===== src/rtl/fetch_pkg.sv =====
`default_nettype none

package fetch_pkg;

    // field widths of a fetch address as the icache slices it
    localparam int ADDR_W   = 32;
    localparam int INST_W   = 32;
    localparam int TAG_W    = 20;  // bits 31..12
    localparam int INDEX_W  = 8;   // bits 11..4, 256 sets
    localparam int OFFSET_W = 4;   // byte in a 16 byte line

    // byte address, always word aligned when it goes out as a request
    typedef logic [ADDR_W-1:0] addr_t;

    // raw instruction word from the icache
    typedef logic [INST_W-1:0] inst_t;

    // icache address fields, high to low
    typedef logic [TAG_W-1:0]    tag_t;
    typedef logic [INDEX_W-1:0]  index_t;
    typedef logic [OFFSET_W-1:0] offset_t;

    // requests allowed in flight at once
    localparam int FETCH_DEPTH_DEFAULT = 4;

endpackage

`default_nettype wire


===== src/rtl/cpu_ctrl_pkg.sv =====
`default_nettype none

package cpu_ctrl_pkg;

    // kseg1 boot rom, first fetch after reset
    localparam logic [31:0] RESET_PC   = 32'hbfc0_0000;
    // general exception entry with BEV set
    localparam logic [31:0] EXC_VECTOR = 32'hbfc0_0380;

    // life of one fetch queue slot
    typedef enum logic [1:0] {
        slot_free,   // nothing outstanding
        slot_live,   // response goes to IF
        slot_stale   // redirected away, response gets dropped
    } slot_state_t;

endpackage

`default_nettype wire


===== src/rtl/pre_if_stage.sv =====
`default_nettype none
`timescale 1ns/10ps

module pre_if_stage import fetch_pkg::*, cpu_ctrl_pkg::*; (
    input  logic    clk,
    input  logic    reset,
    input  logic    br_taken,
    input  logic    br_stall,
    input  logic    flush,
    input  logic    eret,
    input  addr_t   br_target,
    input  addr_t   cp0_epc,
    input  addr_t   fs_pc,        // last accepted address
    input  logic    fs_allowin,
    input  logic    queue_full,
    input  logic    inst_addr_ok,
    output logic    inst_valid,
    output tag_t    inst_tag,
    output index_t  inst_index,
    output offset_t inst_offset,
    output addr_t   req_pc,
    output logic    redirect,
    output logic    adel_hold
);

    logic  br_go;          // branch that really redirects
    logic  hold_q;         // parked on a misaligned pc
    logic  pend_valid_q;   // redirect seen, target not yet accepted
    addr_t pend_pc_q;
    addr_t redirect_pc;
    addr_t seq_pc;
    logic  misaligned;
    logic  req_accept;

    assign seq_pc = fs_pc + 32'd4;

    // stalled branch has no effect
    // while parked, only flush or eret may move the pc
    assign br_go    = br_taken & ~br_stall & ~hold_q;
    assign redirect = eret | flush | br_go;

    // eret over flush over branch
    always_comb begin
        if (eret) begin
            redirect_pc = cp0_epc;
        end else if (flush) begin
            redirect_pc = EXC_VECTOR;
        end else begin
            redirect_pc = br_target;
        end
    end

    // fresh redirect goes out in its own cycle
    always_comb begin
        if (redirect) begin
            req_pc = redirect_pc;
        end else if (pend_valid_q) begin
            req_pc = pend_pc_q;  // still waiting for addr_ok
        end else begin
            req_pc = seq_pc;
        end
    end

    assign misaligned = req_pc[1:0] != 2'b00;
    assign adel_hold  = misaligned;

    // in reset the queue drops pushes, so nothing may be accepted
    // full IF or full queue would lose the response
    assign inst_valid = ~reset & fs_allowin & ~queue_full & ~misaligned;
    assign req_accept = inst_valid & inst_addr_ok;

    assign {inst_tag, inst_index, inst_offset} = req_pc;

    always_ff @(posedge clk) begin
        if (reset) begin
            pend_valid_q <= 1'b0;
        end else if (req_accept) begin
            pend_valid_q <= 1'b0;  // target is on its way
        end else if (redirect) begin
            pend_valid_q <= 1'b1;
        end
    end

    // target kept until the cache takes it
    always_ff @(posedge clk) begin
        if (redirect && !req_accept) begin
            pend_pc_q <= redirect_pc;
        end
    end

    // clears as soon as flush or eret picks an aligned pc
    always_ff @(posedge clk) begin
        if (reset) begin
            hold_q <= 1'b0;
        end else begin
            hold_q <= misaligned;
        end
    end

    // a misaligned pc never reaches the cache and stays put until an exception path
    assert property (@(posedge clk) disable iff (reset)
        hold_q && !(flush || eret) |-> !inst_valid && adel_hold);

    // an offered address does not move until taken or redirected
    assert property (@(posedge clk) disable iff (reset)
        inst_valid && !inst_addr_ok |=> !inst_valid || redirect || $stable(req_pc));

endmodule

`default_nettype wire


===== src/rtl/fetch_queue.sv =====
`default_nettype none
`timescale 1ns/10ps

module fetch_queue import fetch_pkg::*, cpu_ctrl_pkg::*; #(
    parameter int DEPTH = FETCH_DEPTH_DEFAULT  // power of two, 2 or more
) (
    input  logic  clk,
    input  logic  reset,
    input  logic  push,          // request accepted by the cache
    input  addr_t push_pc,
    input  logic  redirect,
    input  logic  inst_data_ok,
    input  inst_t inst_rdata,
    output logic  full,
    output addr_t last_pc,
    output logic  resp_valid,
    output addr_t resp_pc,
    output inst_t resp_inst
);

    localparam int PTR_W = $clog2(DEPTH);
    localparam int CNT_W = PTR_W + 1;
    localparam logic [CNT_W-1:0] FULL_CNT = CNT_W'(DEPTH);

    addr_t            slot_pc [DEPTH];   // address of each request
    slot_state_t      slot_st [DEPTH];
    logic [PTR_W-1:0] head_q;            // oldest outstanding
    logic [PTR_W-1:0] tail_q;            // next free slot
    logic [CNT_W-1:0] count_q;
    addr_t            last_pc_q;
    logic             empty;
    logic             pop;
    logic             head_live;

    assign empty = count_q == '0;
    assign full  = count_q == FULL_CNT;

    // responses come back in order, so every data_ok retires the head
    assign pop       = inst_data_ok;
    assign head_live = slot_st[head_q] == slot_live;

    // same cycle pass through
    // the head turns stale in a redirect cycle, so it is dropped there too
    assign resp_valid = inst_data_ok & head_live & ~redirect;
    assign resp_pc    = slot_pc[head_q];
    assign resp_inst  = inst_rdata;
    assign last_pc    = last_pc_q;

    always_ff @(posedge clk) begin
        if (reset) begin
            for (int i = 0; i < DEPTH; i++) begin
                slot_st[i] <= slot_free;
            end
        end else begin
            // everything in flight is wrong path now
            for (int i = 0; i < DEPTH; i++) begin
                if (redirect && slot_st[i] == slot_live) begin
                    slot_st[i] <= slot_stale;
                end
            end
            if (pop) begin
                slot_st[head_q] <= slot_free;
            end
            // request issued with the redirect belongs to the new path
            if (push) begin
                slot_st[tail_q] <= slot_live;
            end
        end
    end

    always_ff @(posedge clk) begin
        if (push) begin
            slot_pc[tail_q] <= push_pc;
        end
    end

    // pointers wrap on their own
    always_ff @(posedge clk) begin
        if (reset) begin
            head_q <= '0;
            tail_q <= '0;
        end else begin
            if (pop) begin
                head_q <= head_q + PTR_W'(1);
            end
            if (push) begin
                tail_q <= tail_q + PTR_W'(1);
            end
        end
    end

    always_ff @(posedge clk) begin
        if (reset) begin
            count_q <= '0;
        end else begin
            case ({push, pop})
                2'b10:   count_q <= count_q + CNT_W'(1);
                2'b01:   count_q <= count_q - CNT_W'(1);
                default: count_q <= count_q;  // both or neither
            endcase
        end
    end

    // base for the sequential pc, first +4 lands on the reset vector
    always_ff @(posedge clk) begin
        if (reset) begin
            last_pc_q <= RESET_PC - 32'd4;
        end else if (push) begin
            last_pc_q <= push_pc;
        end
    end

    // the cache answers only what was accepted
    assert property (@(posedge clk) disable iff (reset)
        inst_data_ok |-> !empty);

    // pre-IF must stop issuing once all slots are taken
    assert property (@(posedge clk) disable iff (reset)
        push |-> !full);

endmodule

`default_nettype wire


===== src/rtl/if_stage.sv =====
`default_nettype none
`timescale 1ns/10ps

module if_stage import fetch_pkg::*; (
    input  logic  clk,
    input  logic  reset,
    input  logic  resp_valid,      // live response from the queue
    input  addr_t resp_pc,
    input  inst_t resp_inst,
    input  logic  redirect,
    input  logic  ds_allowin,
    output logic  fs_allowin,
    output logic  fs_to_ds_valid,
    output addr_t fs_pc_out,
    output inst_t fs_inst
);

    logic  fs_valid;     // entry held for decode
    addr_t fs_pc_q;
    inst_t fs_inst_q;

    // room when empty or when decode takes the entry this cycle
    assign fs_allowin = ~fs_valid | ds_allowin;

    always_ff @(posedge clk) begin
        if (reset) begin
            fs_valid <= 1'b0;
        end else if (resp_valid) begin
            fs_valid <= 1'b1;  // new word replaces the one decode takes
        end else if (redirect || ds_allowin) begin
            // taken by decode, or a stalled wrong path entry
            fs_valid <= 1'b0;
        end
    end

    // pc and word stay paired
    always_ff @(posedge clk) begin
        if (resp_valid) begin
            fs_pc_q   <= resp_pc;
            fs_inst_q <= resp_inst;
        end
    end

    assign fs_to_ds_valid = fs_valid;
    assign fs_pc_out      = fs_pc_q;
    assign fs_inst        = fs_inst_q;

    // queue drops the redirect cycle response, so decode sees no wrong path word
    assert property (@(posedge clk) disable iff (reset)
        redirect |=> !fs_to_ds_valid);

endmodule

`default_nettype wire


===== src/rtl/fetch_unit.sv =====
`default_nettype none
`timescale 1ns/10ps

module fetch_unit import fetch_pkg::*; #(
    parameter int DEPTH = FETCH_DEPTH_DEFAULT  // outstanding icache reads
) (
    input  logic    clk,
    input  logic    reset,
    // from decode
    input  logic    br_taken,
    input  logic    br_stall,
    input  addr_t   br_target,
    input  logic    ds_allowin,
    // from writeback and cp0
    input  logic    flush,
    input  logic    eret,
    input  addr_t   cp0_epc,
    // icache request port
    output logic    inst_valid,
    output tag_t    inst_tag,
    output index_t  inst_index,
    output offset_t inst_offset,
    input  logic    inst_addr_ok,
    input  logic    inst_data_ok,
    input  inst_t   inst_rdata,
    // to decode
    output logic    fs_to_ds_valid,
    output addr_t   fs_pc_out,
    output inst_t   fs_inst,
    output logic    fs_adel_hold
);

    logic  fs_allowin;
    logic  queue_full;
    logic  redirect;
    logic  req_fire;      // addr handshake done
    addr_t req_pc;
    addr_t last_pc;
    logic  resp_valid;
    addr_t resp_pc;
    inst_t resp_inst;

    assign req_fire = inst_valid & inst_addr_ok;

    pre_if_stage u_pre_if_stage (
        .clk          (clk),
        .reset        (reset),
        .br_taken     (br_taken),
        .br_stall     (br_stall),
        .flush        (flush),
        .eret         (eret),
        .br_target    (br_target),
        .cp0_epc      (cp0_epc),
        .fs_pc        (last_pc),
        .fs_allowin   (fs_allowin),
        .queue_full   (queue_full),
        .inst_addr_ok (inst_addr_ok),
        .inst_valid   (inst_valid),
        .inst_tag     (inst_tag),
        .inst_index   (inst_index),
        .inst_offset  (inst_offset),
        .req_pc       (req_pc),
        .redirect     (redirect),
        .adel_hold    (fs_adel_hold)
    );

    fetch_queue #(
        .DEPTH (DEPTH)
    ) u_fetch_queue (
        .clk          (clk),
        .reset        (reset),
        .push         (req_fire),
        .push_pc      (req_pc),
        .redirect     (redirect),
        .inst_data_ok (inst_data_ok),
        .inst_rdata   (inst_rdata),
        .full         (queue_full),
        .last_pc      (last_pc),
        .resp_valid   (resp_valid),
        .resp_pc      (resp_pc),
        .resp_inst    (resp_inst)
    );

    if_stage u_if_stage (
        .clk            (clk),
        .reset          (reset),
        .resp_valid     (resp_valid),
        .resp_pc        (resp_pc),
        .resp_inst      (resp_inst),
        .redirect       (redirect),
        .ds_allowin     (ds_allowin),
        .fs_allowin     (fs_allowin),
        .fs_to_ds_valid (fs_to_ds_valid),
        .fs_pc_out      (fs_pc_out),
        .fs_inst        (fs_inst)
    );

endmodule

`default_nettype wire


===== config.mk =====
export PLATFORM = sky130hd
export DESIGN_NAME = fetch_unit
export DESIGN_NICKNAME = d
export VERILOG_FILES = /design/src/rtl/fetch_pkg.sv /design/src/rtl/cpu_ctrl_pkg.sv /design/src/rtl/pre_if_stage.sv /design/src/rtl/fetch_queue.sv /design/src/rtl/if_stage.sv /design/src/rtl/fetch_unit.sv
export SDC_FILE = /design/constraint.sdc
export NUM_CORES = 1
export LEC_CHECK = 0
export BUFFER_PORTS_ARGS = -buffer_cell sky130_fd_sc_hd__clkbuf_2
export CAP_MARGIN = 10
export CORE_ASPECT_RATIO = 1.75
export CORE_MARGIN = 4
export CORE_UTILIZATION = 40
export CTS_CLUSTER_DIAMETER = 200
export DETAILED_ROUTE_END_ITERATION = 8
export SKIP_CTS_REPAIR_TIMING = 1
export SYNTH_ARGS = -nofsm -noshare
export SYNTH_HDL_FRONTEND = slang
export SYNTH_SLANG_ARGS = --single-unit

===== constraint.sdc =====
create_clock -name clk -period 10 [get_ports clk]
set_input_delay 2 -clock clk [delete_from_list [all_inputs] [get_ports clk]]
set_output_delay 2 -clock clk [all_outputs]
set_load 0.005 [all_outputs]

==> results of run 1 <==
-- final timing paths --
path	end	slack, ps
worst max-delay path	inst_tag[1]	2900
worst min-delay path	u_fetch_queue.last_pc[0]	500
worst max register to register	u_fetch_queue.slot_pc[3][2]	6520
worst min register to register	u_fetch_queue.last_pc[0]	500
-- worst max-delay path, stage by stage --
cell      delay (ps)
clkbuf_2         390
or2_1            640
nor2_4           790
buf_4            390
mux2_2           210
a21boi_0         450
clkbuf_2         220
-- sequential cells by signal, indices dropped and copies added (netlist names), named ones only --
name and count:
u_fetch_queue.count_q 3, u_fetch_queue.head_q 2, u_fetch_queue.last_pc 32, u_fetch_queue.slot_pc 128, u_fetch_queue.slot_st 8, u_fetch_queue.tail_q 2
u_if_stage.fs_inst 32, u_if_stage.fs_pc_out 32, u_if_stage.fs_to_ds_valid 1, u_pre_if_stage.hold_q 1, u_pre_if_stage.pend_pc_q 32, u_pre_if_stage.pend_valid_q 1
-- placed cells by master, fill, tap and decap left out, types with 3 or more instances in the layout --
cell type,instances
mux4_2,32
clkbuf_2,203
nand3_1,18
o21bai_1,3
a21boi_0,3
o221ai_1,5
nor2_1,26
o211ai_1,13
o21a_1,8
inv_1,26
nand2b_1,16
a22o_1,19
clkinv_2,8
clkbuf_1,6
nor3_1,24
o211a_1,4
nand2_1,46
xor2_1,15
a211o_1,3
o21ai_0,21
xnor2_1,8
clkinv_1,5
mux2_2,4
o22ai_1,9
nor3b_1,8
and2_1,6
nand4_1,5
dfxtp_1,51
a2bb2oi_1,5
a21oi_1,28
a31oi_1,13
or3_1,14
a21o_1,4
mux2i_1,16
clkbuf_16,27
and3_1,8
buf_4,15
nor4b_1,4
ha_1,10
edfxtp_1,224
-- metrics by stage --
step	power, mW	utilization, %	hold WS [ps]	area, um2	std cells
6_report	2.651	48.21	502.6	13800	1393
5_1_grt	2.764	48.21	515.7	13800	1393
4_1_cts	2.681	48.21	502.0	13800	1393
3_5_place_dp	1.712	45.32	493.5	12970	1345
3_3_place_gp	1.708	45.32	482.2	12970	1345
2_1_floorplan	1.584	-	466.8	11590	801
-- kinds of logic after synthesis --
group / count (synthesis) / synth area share (%)
AO/OA/AOI/OAI: 163 / 9.964
XOR/XNOR: 23 / 1.738
adder cells (fa/ha/maj): 11 / 1.252
buffers and inverters: 79 / 3.066
flip-flops: 276 / 67.02
multiplexers: 52 / 7.989
AND/OR/NAND/NOR: 197 / 8.971
-- power by group --
| group | internal [mW] | switching, mW |
|---|---|---|
| combinational | 0.138 | 0.196 |
| sequential | 1.31 | 0.0398 |
| clock | 0.553 | 0.415 |
-- cell type report --
class	instances	area share, %
Tap cell	378	3.427
Clock inverter	14	0.8342
Inverter	27	0.7344
Sequential cell	276	56.32
Timing Repair Buffer	218	8.178
Multi-Input combinational cell	446	25.35
Clock buffer	34	5.159
-- synth_stat cells (9+ instances only) --
cell	count	share of area [%]
o21ai_0	21	0.91
nand2_1	46	1.5
dfxtp_1	52	9.0
a31oi_1	13	0.70
clkbuf_1	30	0.97
or3_1	14	0.76
nand3_1	18	0.78
nand2b_1	16	0.86
o22ai_1	9	0.49
nor2_1	28	0.91
o211ai_1	13	0.84
xor2_1	15	1.1
edfxtp_1	224	58
ha_1	10	1.1
mux2i_1	16	1.4
a21oi_1	28	1.2
a22o_1	19	1.4
mux4_2	32	6.2
buf_2	12	0.52
nor3_1	25	1.1
inv_1	26	0.84
o21a_1	9	0.58
-- layer usage --
metal | up-vias | GRT usage (%)
met5 | - | 0
met4 | 0 | 6.148
met3 | 32 | 2.091
met2 | 233 | 32.27
met1 | 3614 | 21.57
li1 | 3491 | -
==> qor.yml, run 1 <==
routing:
  routed.top_layer: "met4"
  dr.pass1.iters: 5
  m1WireLength_um: 11320
  wire_per_inst_um: 20.42
  drc: 0
  final_antenna_net_count: 0
  drt_iter0_markers: 366
  wirelength_um: 28450
  via_per_inst: 5.291
  wl_met3_um: 1368
  vias: 7370
  met2_length_um: 15000
logic_synthesis:
  synth_flop_cell: "edfxtp_1"
  synth_edf_count: 224
  yosys_register_bits: 276
  seq_area_frac_synth_pct: 67.02
  netlist-cell-type-count: 71
  syn_avg_cell_area_um2: 14.47
  async_reset_ff_share_pct: 0
  synth_fp_nets: 917
  synth_warnings: 0
  netlist_area_mm2: 0.01159
  netlist_instances: 801
critical_path:
  rr_worst_depth: 6
  endpoint_kind: "output pin"
  critPathLaunchType: "input port"
  critPathLaunch: "eret"
  setup.worst_path.class: "in2out"
  arrival_ps: 5100
  cp.required_ps: 8000
  reg2reg_from: "u_pre_if_stage.hold_q"
  crit_fanout: 34
sta:
  tightest_slew_ps: 942.7
  rsz0062_at_grt: "no"
  drv_slew: 0
  finalClockSkew_ps: 9.227
  setup_viol: 0
  period_share_pct: 71.00
  fmax_ghz: 0.1408
  slew_headroom_pct: 36.57
  setup-tns-final_ps: 0
  worst_slack_ps: 2900
  final_hold_viol_count: 0
  min_period_ps: 7100
clock_tree:
  cts_buffers: 26
  path_clk_slew_ps: 60
  insertion_delay_ps: 530
  h-tree-depth: 1
  cts_root_buf: "clkbuf_16"
  clock-sinks: 276
  cts_tree: "yes"
  cts.path.max_buffers: 3
worst_hold_path:
  hp-class: "reg2reg"
  holdPathStages: 1
  min_from: "u_fetch_queue.last_pc[0]"
cells_and_area:
  nNetsFinal: 1111
  area_growth_syn_to_layout_pct: 19.07
  seqCellArea_mm2: 0.007771
  fillCellCount: 2542
  multi_input_area_mm2: 0.003498
  drive_above_1_share_pct: 30.34
  n_antenna_cell: 0
grt:
  grt_max_degree: 66
  grt_usage_pct: 17.77
  grt_remaining_overflow: 0
  grt_pass1_vias: 7375
  grt_pass1_wl_um: 43160
  antenna_found_initial: 0
floorplanning:
  pin_count: 204
  initial_core_util_pct: 40.49
  die_w_um: 136.7
  coreArea_mm2: 0.02863
  die_h_um: 233.2
  rows: 82
  fp.dieArea_mm2: 0.03187
placement:
  dp_hpwl_um: 19340
  io_buffers: 203
  gp_congestion: 0.8147
  dpl_worst_slack_ps: 2856
power_and_ir_drop:
  p_per_area_mw_per_mm2: 192.1
  peakVddDrop_mv: 0.1211
  power_leakage_nw: 5.120
run:
  maxCapViolCount: 0
outcome:
  status: "finished clean"
(Power assumes the default switching activity.)
==> run 2, diff against run 1 <==
==> constraint.sdc (replaced) <==
create_clock -name clk -period 7.24 [get_ports clk]
set_input_delay 1.448 -clock clk [delete_from_list [all_inputs] [get_ports clk]]
set_output_delay 1.448 -clock clk [all_outputs]
set_load 0.005 [all_outputs]
==> run 2 against run 1 <==
Effect of this change:
- hold slack about the same
- clock power up 37%
- cell count about the same
- sequential power up 38%
- via count down 0.39%
- flip-flop and latch count unchanged
- critical endpoint is now inst_offset[3]
- largest cell class unchanged
- highest routed layer unchanged
==> qor.yml, run 2 (synthesis gave the netlist of run 1 again) <==
grt:
  antenna_found_initial: 0  # unchanged
  grt_max_degree: 66  # unchanged
  met2_usage_pct: 30.93  # -1.3 points
  busiest_layer: "met2"
  grt_pass1_wl_um: 42360  # -1.9%
  grt_remaining_overflow: 0  # unchanged
  grt_usage_pct: 17.36  # -0.41 points
  gr-usage-met3_pct: 2.241  # +0.15 points
  grt_pass1_vias: 7396  # +0.28%
  use_met1_pct: 21.80  # +0.23 points
clock_tree:
  insertion_delay_ps: 550  # +20 ps
  clock-sinks: 276  # unchanged
  cts_root_buf: "clkbuf_16"
  path_clk_slew_ps: 70  # about the same
  cts.path.max_buffers: 3  # unchanged
  cts_tree: "yes"
  cts_buffers: 25  # -3.8%
  h-tree-depth: 1  # unchanged
sta:
  setup_viol: 0  # unchanged
  rsz0062_at_grt: "no"
  tightest_slew_ps: 939.7  # -3.046 ps
  final_hold_viol_count: 0  # unchanged
  slew_headroom_pct: 37.35  # +0.78 points
  drv_slew: 0  # unchanged
  fmax_ghz: 0.1787
  min_period_ps: 5598
  finalClockSkew_ps: 16.61  # +7.382 ps
  hold_slack_ps: 503.0  # +0.3990 ps
  period_share_pct: 77.31
  setup-tns-final_ps: 0  # unchanged
cells_and_area:
  nNetsFinal: 1113  # +0.18%
  area_growth_syn_to_layout_pct: 19.13  # about the same
  drive_above_1_share_pct: 31.00  # +0.66 points
  fillCellCount: 2521  # -0.83%
  largest_reg_flops: 128  # unchanged
  top_register: "u_fetch_queue.slot_pc"
  final_cells: 1394  # +0.072%
  finalCoreUtilization_pct: 48.23  # about the same
  final_common_cell: "edfxtp_1"
  n_antenna_cell: 0  # unchanged
  layout_common_cells: "224 x edfxtp_1, 203 x clkbuf_2, 51 x dfxtp_1"
power_and_ir_drop:
  p_per_area_mw_per_mm2: 264.6  # +38%
  peakVddDrop_mv: 0.1521  # +26%
  power_leakage_nw: 5.114  # -0.11%
routing:
  drt_iter0_markers: 420  # +15%
  wire_per_inst_um: 20.09  # -1.6%
  wirelength_um: 28010  # -1.5%
  drc: 0  # unchanged
  dr.pass1.iters: 5  # unchanged
  final_antenna_net_count: 0  # unchanged
  vias: 7341  # -0.39%
  via_per_inst: 5.266  # -0.46%
critical_path:
  critPathLaunch: "eret"
  arrival_ps: 4150  # -950 ps
  critPathLaunchType: "input port"
  reg2reg_from: "u_pre_if_stage.hold_q"
  cp.required_ps: 5790  # -2210 ps
  endpoint_kind: "output pin"
  crit_fanout: 33  # -2.9%
  setup.worst_path.class: "in2out"
  ff2ff_setup_slack_ps: 4120  # -2400 ps
floorplanning:
  fp.dieArea_mm2: 0.03187  # unchanged
  pin_count: 204  # unchanged
  initial_core_util_pct: 40.49  # unchanged
  rows: 82  # unchanged
  die_h_um: 233.2  # unchanged
  die_w_um: 136.7  # unchanged
  coreArea_mm2: 0.02863  # unchanged
worst_hold_path:
  min_from: "u_fetch_queue.slot_st[1][0]"
  hp-class: "reg2reg"
placement:
  gp_congestion: 0.8080  # -0.82%
  io_buffers: 203  # unchanged
  dp_hpwl_um: 19100  # -1.2%
  dp_cells: 1348  # +0.22%
run:
  maxCapViolCount: 0  # unchanged
outcome:
  status: "finished clean"
[run 2: cell types whose count changed in the layout (fill, tap and decap cells not counted), sizes merged]
cell / change
buf: +3
bufinv: +1
clkinvlp: +5
clkinv: -1
clkbuf: -8
inv: +1
[run 2: per-layer routing]
metal / part of all wire, % / up-vias
met5: 0 / -
met4: 2.4 / 0
met3: 5.6 / 35
met2: 52 / 203
met1: 40 / 3610
li1: - / 3493
[run 2: path summary, 6_finish.rpt]
check             cells after the start                            to
hold / removal                        2   u_fetch_queue.slot_st[1][0]
setup / recovery                      8                inst_offset[3]
setup reg to reg                      5  u_fetch_queue.slot_pc[0][25]
hold reg to reg                       2   u_fetch_queue.slot_st[1][0]
[run 2: critical path: stages]
cell,delay (ps)
clkbuf_2,80
buf_4,230
or2_1,530
nor2_4,800
buf_4,390
nor2_1,80
a21oi_1,370
clkbuf_2,200
[run 2: per-stage QoR]
stage | total power [mW] | cell area [um2] | setup slack (ps)
2_1_floorplan | 2.188 | 11590 | 2519
3_3_place_gp | 2.361 | 13000 | 1650
3_5_place_dp | 2.367 | 13000 | 1569
4_1_cts | 3.694 | 13810 | 1577
5_1_grt | 3.808 | 13810 | 1393
6_report | 3.654 | 13810 | 1642
[run 2: layout make-up]
type	instances	area [um2]	area share (%)
Clock buffer	26	629.4	4.558
Clock inverter	20	182.7	1.323
Inverter	27	101.3	0.7340
Multi-Input combinational cell	446	3498	25.34
Sequential cell	276	7771	56.28
Tap cell	378	473.0	3.425
Timing Repair Buffer	221	1151	8.337
[run 2: power by group]
group,switching (mW),total (mW),internal [mW]
logic,0.272,0.463,0.191
registers,0.0543,1.86,1.81
clock network,0.587,1.33,0.741
total,0.913,3.65,2.74
